===== config.mk =====
export PLATFORM = sky130hd
export DESIGN_NAME = decodeTop
export DESIGN_NICKNAME = d
export VERILOG_FILES = /design/src/hw/decodePkg.sv /design/src/hw/decodeLatch.sv /design/src/hw/mainControl.sv /design/src/hw/aluControl.sv /design/src/hw/immGen.sv /design/src/hw/decodeTop.sv
export SDC_FILE = /design/constraint.sdc
export NUM_CORES = 1
export LEC_CHECK = 0
export BUFFER_PORTS_ARGS = -buffer_cell sky130_fd_sc_hd__buf_2
export CAP_MARGIN = 20
export CORE_MARGIN = 3
export CORE_UTILIZATION = 40
export DETAILED_ROUTE_END_ITERATION = 10
export PLACE_DENSITY = 0.75
export SLEW_MARGIN = 10
export SYNTH_ARGS = -nofsm -noshare
export SYNTH_HDL_FRONTEND = slang
export SYNTH_SLANG_ARGS = --single-unit
export TNS_END_PERCENT = 5

===== constraint.sdc =====
create_clock -name clk -period 4.45 [get_ports clk]
set_input_delay 0.2225 -clock clk [delete_from_list [all_inputs] [get_ports clk]]
set_output_delay 0.2225 -clock clk [all_outputs]
set_load 0.03 [all_outputs]

===== src/hw/decodePkg.sv =====
// Decode stage widths, RV32 major opcodes, ALU and immediate encodings, bundle structs
package decodePkg;

    localparam int xlen    = 32;
    localparam int regIdxW = 5;

    // RV32 major opcodes kept by this decoder
    localparam logic [6:0] opLui    = 7'b0110111;
    localparam logic [6:0] opAuipc  = 7'b0010111;
    localparam logic [6:0] opJal    = 7'b1101111;
    localparam logic [6:0] opJalr   = 7'b1100111;
    localparam logic [6:0] opBranch = 7'b1100011;
    localparam logic [6:0] opLoad   = 7'b0000011;
    localparam logic [6:0] opStore  = 7'b0100011;
    localparam logic [6:0] opImm    = 7'b0010011;
    localparam logic [6:0] opReg    = 7'b0110011;

    // ALU operation class handed to the execute stage
    typedef enum logic [2:0] {
        aluOpMem    = 3'b000,
        aluOpBranch = 3'b001,
        aluOpReg    = 3'b010,
        aluOpJal    = 3'b011,
        aluOpLui    = 3'b100,
        aluOpAuipc  = 3'b101,
        aluOpImm    = 3'b110,
        aluOpJalr   = 3'b111
    } aluOpT;

    // ALU control codes, 5 is unassigned
    typedef enum logic [4:0] {
        aluAnd    = 5'd0,
        aluOr     = 5'd1,
        aluAdd    = 5'd2,
        aluXor    = 5'd3,
        aluSub    = 5'd4,
        aluSll    = 5'd6,
        aluSrl    = 5'd7,
        aluSra    = 5'd8,
        aluSlt    = 5'd9,
        aluSltu   = 5'd10,
        aluMul    = 5'd11,
        aluMulh   = 5'd12,
        aluMulhsu = 5'd13,
        aluMulhu  = 5'd14,
        aluDiv    = 5'd15,
        aluDivu   = 5'd16,
        aluRem    = 5'd17,
        aluRemu   = 5'd18
    } aluCtrlT;

    // Immediate layout; U and J share one value and split on opcode bit 3
    typedef enum logic [2:0] {
        immNone = 3'd0,
        immI    = 3'd1,
        immS    = 3'd2,
        immB    = 3'd3,
        immUJ   = 3'd4
    } immFmtT;

    typedef struct packed {
        logic [6:0]         opcode;
        logic [regIdxW-1:0] rd;
        logic [2:0]         func3;
        logic [regIdxW-1:0] rs1;
        logic [regIdxW-1:0] rs2;
        logic [6:0]         func7;
        logic [xlen-1:0]    raw;
    } instrFieldsT;

    typedef struct packed {
        logic       memWrite;
        logic       memRead;
        logic       regWrite;
        logic       aluSrc;
        aluOpT      aluOp;
        logic       memToReg;
        logic       pcSrc;
        logic [2:0] branchType;
    } ctrlT;

endpackage


===== src/hw/decodeLatch.sv =====
// Stall-held decode pipeline register and instruction field split
`timescale 1ns/1ps

module decodeLatch (
    input  logic                        clk,
    input  logic                        rst,
    input  logic                        stall,
    input  logic [decodePkg::xlen-1:0]  nextInstruction,
    input  logic [decodePkg::xlen-1:0]  regValue1,
    input  logic [decodePkg::xlen-1:0]  regValue2,
    output decodePkg::instrFieldsT      fields,
    output logic [decodePkg::xlen-1:0]  value1,
    output logic [decodePkg::xlen-1:0]  value2
);

    logic [decodePkg::xlen-1:0] instr;

    // Word and operands load together, stall freezes all three
    always_ff @(posedge clk or posedge rst)
    begin
        if (rst)
        begin
            instr  <= '0;
            value1 <= '0;
            value2 <= '0;
        end
        else if (!stall)
        begin
            instr  <= nextInstruction;
            value1 <= regValue1;
            value2 <= regValue2;
        end
    end

    // Standard RV32 field positions
    always_comb
    begin
        fields.opcode = instr[6:0];
        fields.rd     = instr[11:7];
        fields.func3  = instr[14:12];
        fields.rs1    = instr[19:15];
        fields.rs2    = instr[24:20];
        fields.func7  = instr[31:25];
        fields.raw    = instr;
    end

endmodule


===== src/hw/mainControl.sv =====
// Major opcode decoder producing the control bundle and the immediate format
`timescale 1ns/1ps

module mainControl (
    input  logic [6:0]          opcode,
    input  logic [2:0]          func3,
    output decodePkg::ctrlT     ctrl,
    output decodePkg::immFmtT   immFmt
);

    always_comb
    begin
        ctrl   = '0;
        immFmt = decodePkg::immNone;
        case (opcode)
            decodePkg::opLui:
            begin
                ctrl.regWrite = 1'b1;
                ctrl.aluSrc   = 1'b1;
                ctrl.aluOp    = decodePkg::aluOpLui;
                immFmt        = decodePkg::immUJ;
            end
            decodePkg::opAuipc:
            begin
                ctrl.regWrite = 1'b1;
                ctrl.aluSrc   = 1'b1;
                ctrl.aluOp    = decodePkg::aluOpAuipc;
                immFmt        = decodePkg::immUJ;
            end
            decodePkg::opJal:
            begin
                ctrl.regWrite = 1'b1;
                ctrl.pcSrc    = 1'b1;
                ctrl.aluOp    = decodePkg::aluOpJal;
                immFmt        = decodePkg::immUJ;
            end
            decodePkg::opJalr:
            begin
                ctrl.regWrite = 1'b1;
                ctrl.pcSrc    = 1'b1;
                ctrl.aluOp    = decodePkg::aluOpJalr;
                immFmt        = decodePkg::immI;
            end
            // Comparison kind comes straight from func3
            decodePkg::opBranch:
            begin
                ctrl.pcSrc      = 1'b1;
                ctrl.branchType = func3;
                ctrl.aluOp      = decodePkg::aluOpBranch;
                immFmt          = decodePkg::immB;
            end
            decodePkg::opLoad:
            begin
                ctrl.aluSrc   = 1'b1;
                ctrl.memToReg = 1'b1;
                ctrl.regWrite = 1'b1;
                ctrl.memRead  = 1'b1;
                ctrl.aluOp    = decodePkg::aluOpMem;
                immFmt        = decodePkg::immI;
            end
            decodePkg::opStore:
            begin
                ctrl.aluSrc   = 1'b1;
                ctrl.memWrite = 1'b1;
                ctrl.aluOp    = decodePkg::aluOpMem;
                immFmt        = decodePkg::immS;
            end
            decodePkg::opImm:
            begin
                ctrl.aluSrc   = 1'b1;
                ctrl.regWrite = 1'b1;
                ctrl.aluOp    = decodePkg::aluOpImm;
                immFmt        = decodePkg::immI;
            end
            decodePkg::opReg:
            begin
                ctrl.regWrite = 1'b1;
                ctrl.aluOp    = decodePkg::aluOpReg;
            end
            // Anything else, atomics included, passes as a bubble
            default:
            begin
                ctrl   = '0;
                immFmt = decodePkg::immNone;
            end
        endcase
    end

endmodule


===== src/hw/aluControl.sv =====
// ALU control code decoder from operation class, func3 and func7
`timescale 1ns/1ps

module aluControl (
    input  decodePkg::aluOpT    aluOp,
    input  logic                aluSrc,
    input  logic [2:0]          func3,
    input  logic [6:0]          func7,
    output decodePkg::aluCtrlT  aluControl
);

    decodePkg::aluCtrlT baseOp;
    decodePkg::aluCtrlT mulOp;

    // Base integer operation, same func3 map for register and immediate groups
    always_comb
    begin
        case (func3)
            3'b000: baseOp = decodePkg::aluAdd;
            3'b001: baseOp = decodePkg::aluSll;
            3'b010: baseOp = decodePkg::aluSlt;
            3'b011: baseOp = decodePkg::aluSltu;
            3'b100: baseOp = decodePkg::aluXor;
            3'b101: baseOp = decodePkg::aluSrl;
            3'b110: baseOp = decodePkg::aluOr;
            default: baseOp = decodePkg::aluAnd;
        endcase
    end

    // mul through remu are consecutive codes in func3 order
    assign mulOp = decodePkg::aluCtrlT'(5'(decodePkg::aluMul) + {2'b00, func3});

    // Undefined combinations fall back to code 0
    always_comb
    begin
        case (aluOp)
            decodePkg::aluOpBranch: aluControl = decodePkg::aluSub;
            decodePkg::aluOpImm:
            begin
                if (func3 != 3'b101)
                    aluControl = baseOp;
                else if (func7 == 7'b0000000)
                    aluControl = decodePkg::aluSrl;
                else if (func7 == 7'b0100000)
                    aluControl = decodePkg::aluSra;
                else
                    aluControl = decodePkg::aluAnd;
            end
            decodePkg::aluOpReg:
            begin
                case (func7)
                    7'b0000000: aluControl = baseOp;
                    7'b0000001: aluControl = mulOp;
                    7'b0100000:
                    begin
                        if (func3 == 3'b000)
                            aluControl = decodePkg::aluSub;
                        else if (func3 == 3'b101)
                            aluControl = decodePkg::aluSra;
                        else
                            aluControl = decodePkg::aluAnd;
                    end
                    default: aluControl = decodePkg::aluAnd;
                endcase
            end
            // Loads and stores always take an immediate offset, a bubble does not
            decodePkg::aluOpMem:
                aluControl = aluSrc ? decodePkg::aluAdd : decodePkg::aluAnd;
            default: aluControl = decodePkg::aluAdd;
        endcase
    end

endmodule


===== src/hw/immGen.sv =====
// Immediate assembly and sign extension for the I, S, B, U and J formats
`timescale 1ns/1ps

module immGen (
    input  logic [decodePkg::xlen-1:0]  instr,
    input  decodePkg::immFmtT           immFmt,
    output logic [decodePkg::xlen-1:0]  imm
);

    logic [decodePkg::xlen-1:0] immU;
    logic [decodePkg::xlen-1:0] immJ;

    assign immU = {instr[31:12], 12'b0};
    assign immJ = {{11{instr[31]}}, instr[31], instr[19:12], instr[20], instr[30:21], 1'b0};

    always_comb
    begin
        case (immFmt)
            decodePkg::immI:
                imm = {{20{instr[31]}}, instr[31:20]};
            decodePkg::immS:
                imm = {{20{instr[31]}}, instr[31:25], instr[11:7]};
            // Branch offsets are halfword aligned
            decodePkg::immB:
                imm = {{19{instr[31]}}, instr[31], instr[7], instr[30:25], instr[11:8], 1'b0};
            // Opcode bit 3 is set only for JAL
            decodePkg::immUJ:
                imm = instr[3] ? immJ : immU;
            default:
                imm = '0;
        endcase
    end

endmodule


===== src/hw/decodeTop.sv =====
// Decode stage top level joining the pipeline register and the three decoders
`timescale 1ns/1ps

module decodeTop (
    input  logic                            clk,
    input  logic                            rst,
    input  logic                            stall,
    input  logic [decodePkg::xlen-1:0]      nextInstruction,
    input  logic [decodePkg::xlen-1:0]      regValue1,
    input  logic [decodePkg::xlen-1:0]      regValue2,
    output logic [decodePkg::regIdxW-1:0]   rs1,
    output logic [decodePkg::regIdxW-1:0]   rs2,
    output logic [decodePkg::regIdxW-1:0]   rd,
    output logic [decodePkg::xlen-1:0]      imm,
    output logic [decodePkg::xlen-1:0]      value1,
    output logic [decodePkg::xlen-1:0]      value2,
    output decodePkg::ctrlT                 ctrl,
    output decodePkg::aluCtrlT              aluControl
);

    decodePkg::instrFieldsT fields;
    decodePkg::immFmtT      immFmt;

    assign rs1 = fields.rs1;
    assign rs2 = fields.rs2;
    assign rd  = fields.rd;

    decodeLatch uLatch (
        .clk             (clk),
        .rst             (rst),
        .stall           (stall),
        .nextInstruction (nextInstruction),
        .regValue1       (regValue1),
        .regValue2       (regValue2),
        .fields          (fields),
        .value1          (value1),
        .value2          (value2)
    );

    mainControl uMainControl (
        .opcode (fields.opcode),
        .func3  (fields.func3),
        .ctrl   (ctrl),
        .immFmt (immFmt)
    );

    aluControl uAluControl (
        .aluOp      (ctrl.aluOp),
        .aluSrc     (ctrl.aluSrc),
        .func3      (fields.func3),
        .func7      (fields.func7),
        .aluControl (aluControl)
    );

    immGen uImmGen (
        .instr  (fields.raw),
        .immFmt (immFmt),
        .imm    (imm)
    );

endmodule


==> results by stage, run 1 <==
Synth:
- The net count after synthesis is 487.
- Each instance of the synthesized netlist takes up on average between 10 and 15 sq um.
- The share of the Yosys chip area taken by registers is between 50 and 60%.
- The register bit total from synthesis is 96.
- The top cell type's share of synthesized area is 51.3%.
- After synthesis the cells add up to 4680 sq um.
- The most used flip-flop cell after synthesis is dfrtp_1.
- The synthesized instance count is 382.
- Sorting the synthesized cells by area gives the leading types as dfrtp_1 51%, mux2_2 23%, buf_4 2.9%, o21ai_0 2.7%, a21oi_1 1.6%.
- The number of enable-type register cells in the synthesized netlist is 0.
- The fraction of registers with async set or reset after synthesis is 100%.
- The synthesized netlist contains 53 unique library cells.
- The number of warnings reported in the yosys synthesis log is 0.
- The synthesized design spends more area on one cell type than any other, namely dfrtp_1.

GRT:
- The global-route wire length before repair is 19900 um.
- Entering global routing, the biggest net connects 97 pins.
- The initial antenna violation count is 0.
- The aggregate global routing overflow is 0.
- The number of global-route vias before repair is 3974.
- The total global-route track usage is approximately 20%.

Clocking:
- The post-CTS setup-driven buffer insertion count is 0.
- The CTS root buffer is clkbuf_16.
- The CTS tree is done.
- After clock tree synthesis, the clock-pin slew on the worst setup and hold paths is 0.07 ns.
- The tree built by TritonCTS fans out to 96 sinks.
- For the worst-skew pair, the clock arrives at the later sink with an insertion delay of 0.33 ns.
- The hold buffer count at CTS is 1.
- The number of gates resized after CTS was 0.
- The maximum clock path buffer count is 2.
- The number of H-tree branching levels is 3.
- The number of buffers created by CTS is 9.

Pwr:
- Summed over all nets, the switching power comes to 733 uW.
- The internal power contribution is 1630 uW.
- The total power of the final layout is 2360 uW.
- The clock share of power is 32.9%.
- The power per standard cell area is 388 nW/um^2.
- Sequential cells burn a little over two fifths of the power.
- The leakage dissipation is 0.00303 uW.
- The share of total power in combinational logic is a little under a quarter.
- The largest voltage drop on the vdd net is 0.000271 V.
- Net switching is a little under a third of the power.

Timing:
- At the pin with the least slew margin, the transition time is roughly 1 ns.
- Setup repair after global routing left no endpoint under its margin.
- The count of pins over their slew limit is 0.
- The clock period could shrink to ~2.7 ns.
- The final worst clock skew is 0 ns.
- Summed over all failing endpoints, the final setup total negative slack is 0 ns.
- The final cycle utilization of the critical path is 60.6%.
- For this run, the top clock speed supported by timing is approximately 370 MHz.
- The final count of negative-setup-slack endpoints is 0.
- The relative slew slack is between 30% and 40%.
- The final count of hold timing violations is 0.

Place:
- During placement, the flow inserted port buffers numbering between 200 and 250.
- The global placer's final weighted congestion is 0.866.
- Once placement completed, the tool counted placed cells totaling slightly above 700.
- The post-DP HPWL is 9730 um.
- Once placement finished, the instance area stood at 5750 sq um.

Floorplanning:
- The floorplan core area is roughly 11000 sq um.
- After floorplanning, the core was divided into 38 placement rows.
- The boundary pin count is 227.
- The effective utilization at floorplan is 42.1%.
- The height of the die is 114 um.
- In this run the horizontal extent of the chip is 114 um.
- The overall die area is 13000 sq um.

Setup path:
- The kind of launch point of the worst setup path is a flop.
- The arrival time of data at the critical path endpoint is 2.47 ns.
- In this design, the stage delay of the slowest critical-path cell is 0.57 ns.
- The critical path in this run is classified as flop to output pin.
- In this run the worst setup path begins at uLatch.instr[3].
- Data on the critical path is required at its endpoint by 4.23 ns.
- The reg-to-reg setup timing slack is 3.47 ns.
- The worst register-to-register path begins at uLatch.instr[6].
- The highest-delay cell along the critical path is o2111ai_2.
- For the worst flop-to-flop path, the logic depth is 1.
- The peak fanout along the critical path is 21.
- Traced cell by cell, the critical path runs through and3b_1 -> o2111ai_2 -> o31a_1 -> o221ai_1 -> buf_2.
- In this run the worst setup path terminates at imm[11].
- The worst setup path is captured at an output pin.
- In this run the critical register-to-register path is captured at uLatch.instr[6].

Route:
- The count of antenna-violating nets left after detailed routing is 0.
- The DRC violation count after routing is 0.
- The count of vias placed by the detailed router is around 3700.
- The average vias per placed instance is 5.15.
- In this run, the number of DRC markers left after iteration 0 of detailed routing was roughly 240.
- The final routed wire length divided by cell count is 17.8 um.
- The wire length reported by the detailed router is roughly 13000 um.
- The length of the first detailed-routing pass in iterations is 4.

Cells and area:
- Cells fill around 55% of the core in the end.
- The net count of the finished layout is 686.
- Once layout is done, the placed cells without fillers occupy 6090 sq um.
- The repair_antennas step left the layout with diodes totalling 0.
- Relative to the synthesized area, the layout overhead comes to 30.1%.
- The share of cells above drive strength 1 is 60.2%.
- Once layout is complete, the cells apart from fillers number 725.

Run:
- The max-cap violation count is 0.

Min path:
- The class of the most critical hold timing path is input pin to flop.

Outcome:
- The run finished with clean final reports.
==> placed cells by master, fill, tap and decap left out, drive strengths merged, types with 5 or more instances in the layout <==
cell type,Yosys,routed
buf,32,228
mux2,96,96
dfrtp,96,96
o21ai,27,27
a21oi,15,15
inv,14,15
and2,13,13
clkbuf,9,11
nor2,10,10
nand2,9,9
ha,6,6
a22o,5,5
nor3,5,5
==> stage by stage <==
stage	hold WS (ns)	setup slack, ns
floorplan	0.373	1.72
global placement	0.256	2.20
detailed placement	0.269	2.10
CTS	0.107	1.75
global route	0.102	1.58
finish	0.118	1.75
==> how the worst min path moves through the flow <==
stage | depth (start not counted) | from | to
after floorplan | 1 | nextInstruction[18] | uLatch.instr[18]
after detailed placement | 2 | rst | uLatch.value1[3]
final | 2 | nextInstruction[6] | uLatch.instr[6]
after global routing | 2 | regValue1[10] | uLatch.value1[10]
after global placement | 2 | rst | uLatch.instr[18]
after CTS | 2 | regValue1[21] | uLatch.value1[21]
==> sequential cells by signal (all words and copies together), names as in the netlist <==
signal / cells
uLatch.value1: 32
uLatch.value2: 32
uLatch.instr: 32
==> power groups by stage <==
stage / sequential, uW / clock (uW) / combinational, uW
detailed placement: 1050 / 0 / 551
CTS: 1040 / 804 / 553
global route: 1050 / 838 / 587
global placement: 1050 / 0 / 538
finish: 1040 / 778 / 548
floorplan: 1140 / 0 / 292
==> layout make-up <==
type / instances / area, sq um
timing repair buffer: 229 / 1180
fill: 1002 / 5030
sequential: 96 / 2400
clock buffer: 11 / 253
clock inverter: 4 / 52.6
tap: 140 / 175
inverter: 14 / 55.1
multi-input combinational: 231 / 1980
==> cell families after synthesis <==
logic type                 Yosys count  share of synthesized area, %
adders and majority gates            6                          1.60
and+or+nand+nor                     59                          7.72
AOI/OAI and AO/OA                   67                          9.01
muxes                               99                          23.7
DFF                                 96                          51.3
buffers and inverters               55                          6.63
==> synth_stat cells, types with 3 or more instances <==
master,instances
nor3_1,4
nand4b_1,3
inv_1,13
o21ai_0,25
ha_1,6
clkbuf_1,7
and2_1,11
nor2_1,10
a22o_1,5
dfrtp_1,96
nor2b_1,3
a21oi_1,15
mux2_2,96
mux2i_1,3
nand2_1,9
buf_2,13
buf_4,18
==> worst max-delay path: cells and delay by family, from the launching register on <==
family / cells / cell delay (ns)
DFF: 1 / 0.54
AOI/OAI and AO/OA: 3 / 1.02
buffers and inverters: 1 / 0.24
and+or+nand+nor: 1 / 0.35
==> per-layer routing <==
| metal | vias to the layer above | wire (um) | GRT usage, % |
|---|---|---|---|
| met4 | 0 | 280 | 7.13 |
| li1 | 1746 | - | - |
| met3 | 20 | 1140 | 6.03 |
| met2 | 177 | 6710 | 34.5 |
| met5 | - | 0 | 0 |
| met1 | 1791 | 4810 | 22.1 |
(Power assumes the default switching activity.)
==> run 2: changes to the inputs <==
Settings changed: PLACE_DENSITY 0.75 to 0.78.
Clock period 4.45 ns to 2.3 ns, I/O delays scaled along.
==> results by stage, run 2 (synthesis results as in run 1) <==
Timing:
- The final worst clock skew was 0 ns (unchanged).
- The final count of negative-setup-slack endpoints is 0 (unchanged).
- The worst hold margin came to 0.0148 ns (-0.103 ns).
- The relative slew slack came to 56.5% (+24 points).
- Setup repair after global routing could not meet its margin everywhere.
- The top achievable clock speed is 458 MHz.
- The final cycle utilization of the critical path is around 95%.
- The count of pins over their slew limit is 0 (unchanged).
- The shortest period the worst path allows is 2.19 ns.
- The slew at the pin closest to its max-slew limit is 0.652 ns (-0.363 ns).
- The final count of hold timing violations is 0 (unchanged).

Pwr:
- The power share of the sequential group is 45.2% (+1.3 points).
- The switching power of the nets is 1410 uW (+92%).
- The switching share of power was 31.5% (+0.54 points).
- The internal power contribution is 3050 uW (+87%).
- The share of total power in combinational logic is 23.9% (+0.7 points).
- The clock share of power is 30.9% (-2.0 points).
- The largest voltage drop on the vdd net was 0.000467 V (+73%).
- The power per standard cell area is 728 nW/um^2 (+87%).
- The leakage dissipation is 0.00301 uW (-0.47%).
- The total power of the final layout is 4460 uW (+89%).

Cells and area:
- The library cell used most frequently in the layout, excluding fill and tap cells, is buf_2.
- In the final layout, the registers with the most flip-flops are uLatch.instr: 32 flops, uLatch.value1: 32 flops, uLatch.value2: 32 flops.
- The number of inserted filler cells in the final layout came to 978 (-2.4%).
- The share of cells above drive strength 1 is 61.0% (+0.78 points).
- The top cell types in the final layout, fill and taps aside, are 225 x buf_2, 96 x mux2_2, 91 x dfrtp_1, 20 x o21ai_0, 14 x a21oi_1.
- The number of nets in the layout is 690 (+0.58%).
- The area growth from synthesis to layout is 30.9%.
- The diode insertion count for antenna repair is 0 (unchanged).

GRT:
- The pin count of the biggest net entering global routing is 97 (unchanged).
- The total global-route track usage is 19.3% (-0.20 points).
- The global-route wire length before repair was 19900 um (about the same).
- The initial antenna violation count is 1 (+1).
- The number of global-route vias before repair is 3855 (-3.0%).
- The aggregate global routing overflow is 0 (unchanged).

Min path:
- The tightest min-delay check is of the input pin to flop type.
- The cell depth of the worst hold path came to 2 (unchanged).

Route:
- The final routed wire length divided by cell count is 17.3 um (-3.1%).
- The wire length reported by the detailed router came to 12600 um (-2.6%).
- The count of vias placed by the detailed router is 3807 (+2.0%).
- The count of antenna-violating nets left after detailed routing is 0 (unchanged).
- The average vias per placed instance is 5.22 (+1.4%).
- The number of DRC markers in iteration 0 is 243 (+2.1%).
- The length of the first detailed-routing pass in iterations is 5 (+1).
- The DRC violation count after routing came to 0 (unchanged).

Clocking:
- TritonCTS built the clock tree.
- The maximum clock path buffer count is 2 (unchanged).
- The post-CTS setup-driven buffer insertion count is 0 (unchanged).
- The clock latency reported for the late side of the worst-skew pair is 0.33 ns (about the same).
- The sink count of the clock tree is 96 (unchanged).
- The clock transition at the registers of the reported paths is 0.07 ns (about the same).
- The number of buffers created by CTS came to 9 (unchanged).
- The number of H-tree branching levels is 3 (unchanged).
- The CTS root buffer is clkbuf_16.

Setup path:
- The total buffers and inverters traversed by the critical path is 1 (unchanged).
- Walking the worst path, the cells encountered are or4_4 -> nor3_4 -> a21boi_2 -> o31a_1 -> buf_2.
- The reg-to-reg setup timing slack is 1.35 ns (-2.12 ns).
- The worst setup path is launched from a flop.
- The data required time at the worst endpoint is 2.18 ns (-2.05 ns).
- The arrival time of data at the critical path endpoint came to 2.07 ns (-0.40 ns).
- The top cell family by delay on the critical path is simple AND/OR/NAND/NOR gates.
- The number of cells on the worst reg-to-reg path was 1 (unchanged).
- The critical path is of the flop to output pin type.
- Among all stages on the critical path, the largest delay is contributed by or4_4.
- The worst setup path is captured at an output pin.
- The peak fanout along the critical path is 5 (-76%).
- The largest stage delay on the critical path is 0.60 ns (+0.03 ns).
- The number of cells on the critical path came to 5 (unchanged).

Run:
- The max-cap violation count is 0 (unchanged).

Place:
- The port buffer count was 226 (unchanged).
- The global placer's final weighted congestion is 0.818 (-5.5%).
- The post-DP HPWL is 9670 um (-0.59%).

Floorplanning:
- The boundary pin count came to 227 (unchanged).
- The floorplan core area is 11100 sq um (unchanged).
- The chip width is 114 um (unchanged).
- The effective utilization at floorplan is 42.1% (unchanged).
- The overall die area was 13000 sq um (unchanged).
- The total number of placement rows is 38 (unchanged).
- The height of the die is 114 um (unchanged).

Outcome:
- The flow ran to the end, and the final reports show no timing, DRC or antenna violations.
run 2: worst paths after layout:
path                                         start                to
worst max-delay path              uLatch.instr[26]     aluControl[3]
worst min-delay path            nextInstruction[0]   uLatch.instr[0]
worst max register to register    uLatch.instr[14]  uLatch.instr[14]
worst min register to register    uLatch.value1[7]  uLatch.value1[7]
max in group asynchronous                      rst   uLatch.instr[6]
min in group asynchronous                      rst  uLatch.value2[8]
run 2: timing repair:
action / CTS / global route
hold buffers: 2 / 0
pin swaps: 0 / 0
gates resized for setup: 1 / 12
endpoints found under the setup margin: 19 / 27
hold endpoints to repair: 27 / 0
run 2: stage by stage:
step | worst slack (ns) | area, sq um | setup TNS (ns) | utilization (%) | std cells
floorplan | 0.365 | 4690 | 0 | - | 382
global placement | 0.341 | 5810 | 0 | 52.2 | 712
detailed placement | 0.265 | 5810 | 0 | 52.2 | 712
CTS | 0.0220 | 6110 | 0 | 54.9 | 729
global route | -0.00389 | 6130 | -0.00389 | 55.1 | 729
finish | 0.114 | 6130 | 0 | 55.1 | 729
run 2: layer usage:
layer / vias up / wire, um / GRT usage [%]
met5: - / 18 / 0
met4: 2 / 374 / 7.52
met3: 30 / 1000 / 5.39
met2: 185 / 6390 / 32.7
met1: 1842 / 4810 / 23.4
li1: 1748 / - / -
run 2: area by class of cell:
cell class	instances	area, sq um	share of cell area, %
Clock buffer	13	260	4.25
Clock inverter	2	15.0	0.245
Inverter	14	56.3	0.919
Multi-Input combinational cell	231	2000	32.6
Sequential cell	96	2410	39.3
Tap cell	140	175	2.86
Timing Repair Buffer	233	1220	19.8
run 2: power by group through the flow:
| stage | Clock [uW] | Combinational [uW] | Sequential, uW |
|---|---|---|---|
| detailed placement | 0 | 1070 | 2040 |
| global route | 1490 | 1140 | 2050 |
| global placement | 0 | 1050 | 2030 |
| finish | 1380 | 1070 | 2020 |
| CTS | 1420 | 1070 | 2010 |
| floorplan | 0 | 566 | 2210 |
==> run 3: changes to the inputs <==
Settings changed: GPL_TIMING_DRIVEN from default to 0.
==> results by stage, run 3 (synthesis results as in run 1) <==
GRT:
- The pin count of the biggest net entering global routing is 37 (-62%).
- The global-route wire length before repair is 21600 um (+8.2%).
- The total global-route track usage is 20.8% (+1.5 points).
- The aggregate global routing overflow was 0 (unchanged).
- The number of global-route vias before repair is 4274 (+11%).
- The initial antenna violation count is 0 (-1).

Place:
- The post-detailed-placement cell area is 6030 sq um (+3.8%).
- The port buffer count is 225 (-0.44%).
- The global placer's final weighted congestion was 0.876 (+7.1%).
- The post-DP HPWL is 10500 um (+8.9%).

Cells and area:
- The most common cell after layout, fill and taps aside is buf_2.
- The share of cells above drive strength 1 is 61.2% (+0.22 points).
- The layout overhead on the synthesized area is 36.2%.
- The number of nets in the layout is 732 (+6.1%).
- The design area is 6380 sq um (+4.0%).
- The diode insertion count for antenna repair came to 0 (unchanged).
- The largest registers in the layout are uLatch.instr: 32 flops, uLatch.value1: 32 flops, uLatch.value2: 32 flops.
- The library cells used most frequently in the layout, excluding fill and tap cells, are 239 x buf_2, 96 x mux2_2, 95 x dfrtp_1, 25 x o21ai_0, 18 x buf_4.

Route:
- The length of the first detailed-routing pass in iterations is 4 (-1).
- The wire length reported by the detailed router was 13400 um (+6.7%).
- The count of vias placed by the detailed router is 3991 (+4.8%).
- The DRC violation count after routing is 0 (unchanged).
- The final routed wire length divided by cell count is 17.4 um (+0.90%).
- The average vias per placed instance came to 5.18 (-0.88%).
- The number of DRC markers in iteration 0 came to 311 (+28%).
- The count of antenna-violating nets left after detailed routing is 0 (unchanged).

Floorplanning:
- The total number of placement rows is 38 (unchanged).
- The overall die area is 13000 sq um (unchanged).
- The chip width was 114 um (unchanged).
- The height of the die is 114 um (unchanged).
- The boundary pin count was 227 (unchanged).
- The effective utilization at floorplan is 42.1% (unchanged).
- The floorplan core area was 11100 sq um (unchanged).

Clocking:
- The sink count of the clock tree is 96 (unchanged).
- The number of buffers created by CTS is 9 (unchanged).
- The CTS root buffer is clkbuf_16.
- The number of H-tree branching levels is 3 (unchanged).
- The maximum clock path buffer count is 2 (unchanged).
- The post-CTS setup-driven buffer insertion count is 0 (unchanged).
- The clock latency reported for the late side of the worst-skew pair is 0.33 ns (about the same).
- The CTS tree is done.
- The clock transition at the registers of the reported paths came to 0.07 ns (about the same).

Setup path:
- The critical path is of the flop to output pin type.
- The capturing element type of the critical path is an output pin.
- The data required time at the worst endpoint is 2.18 ns (about the same).
- STA classifies the critical path startpoint as a flop.
- The arrival time of data at the critical path endpoint came to 2.16 ns (+0.09 ns).
- The peak fanout along the critical path is 10 (+5).

Timing:
- The shortest period the worst path allows is 2.28 ns (+0.0898 ns).
- The relative slew slack is 46.8% (-9.7 points).
- The count of pins over their slew limit is 0 (unchanged).
- Setup repair after global routing could not meet its margin everywhere.
- The final count of negative-setup-slack endpoints is 0 (unchanged).
- The final count of hold timing violations is 0 (unchanged).
- The slew at the pin closest to its max-slew limit came to 0.796 ns (+0.145 ns).
- The top achievable clock speed was 439 MHz (-3.9%).
- The final worst clock skew is 0 ns (unchanged).
- The final cycle utilization of the critical path is 98.9% (+3.9 points).

Pwr:
- The largest voltage drop on the vdd net is 0.000451 V (-3.6%).
- The leakage dissipation is 0.00319 uW (+5.9%).
- The power per standard cell area is 712 nW/um^2 (-2.2%).
- The total power of the final layout is 4540 uW (+1.8%).

Run:
- The max-cap violation count came to 0 (unchanged).

Min path:
- The class of the most critical hold timing path is input pin to flop.

Outcome:
- The run finished with clean final reports.
-- run 3: through the flow --
step | instances | setup slack, ns | hold WS, ns | setup TNS (ns) | utilization [%]
final | 771 | 0.0245 | 0.00910 | 0 | 57.3
after detailed placement | 749 | 0.349 | 0.299 | 0 | 54.2
after global routing | 771 | -0.103 | 0.00578 | -0.708 | 57.3
after CTS | 771 | 0.00757 | 0.0000754 | 0 | 57.3
after global placement | 747 | 0.370 | 0.346 | 0 | 53.8
after floorplan | 382 | 0.365 | 0.266 | 0 | -
-- run 3: final timing paths --
path | start | to | slack [ns] | cells past startpoint
worst min register to register | uLatch.value1[14] | uLatch.value1[14] | 0.50 | 1
worst max register to register | uLatch.instr[3] | uLatch.instr[3] | 1.30 | 2
max in group asynchronous | rst | uLatch.instr[20] | 1.19 | 4
min in group asynchronous | rst | uLatch.value2[10] | 0.47 | 3
worst min-delay path | nextInstruction[3] | uLatch.instr[3] | 0.009 | 2
worst max-delay path | uLatch.instr[6] | imm[16] | 0.02 | 6
-- run 3: cell type report --
type                    count  area, sq um
clock inverters             4         30.0
multi-input cells         231         1970
inverters                  14         56.3
well taps                 140          175
fillers                   965         4750
plain buffers              41          260
clock buffers              11          243
repair buffers            234         1240
flip-flops and latches     96         2400
-- run 3: timing repair --
action                                  CTS  global route
hold endpoints to repair                 40             0
endpoints found under the setup margin    1            20
gates resized for setup                   1             5
hold buffers                              7             0
-- run 3: critical path, cell delays in order (launching register included) --
cell and delay, ns:
dfrtp_1 0.42, nor2_1 0.22, a22o_1 0.20, nand3_2 0.21
clkbuf_1 0.30, o21ai_0 0.24, buf_2 0.24
-- run 3: routing by layer --
layer | share of wire (%) | vias to the layer above | global-route usage, %
li1 | - | 1825 | -
met1 | 37 | 1961 | 24.1
met2 | 52 | 178 | 36.8
met3 | 8.4 | 27 | 5.34
met4 | 2.4 | 0 | 8.16
met5 | 0 | - | 0
-- run 3: where the power goes --
group	total (uW)	leakage (uW)	internal [uW]	switching [uW]
Clock	1390	0.000132	761	628
Sequential	1980	0.00112	1860	123
Combinational	1170	0.00194	461	708
Total	4540	0.00319	3080	1460
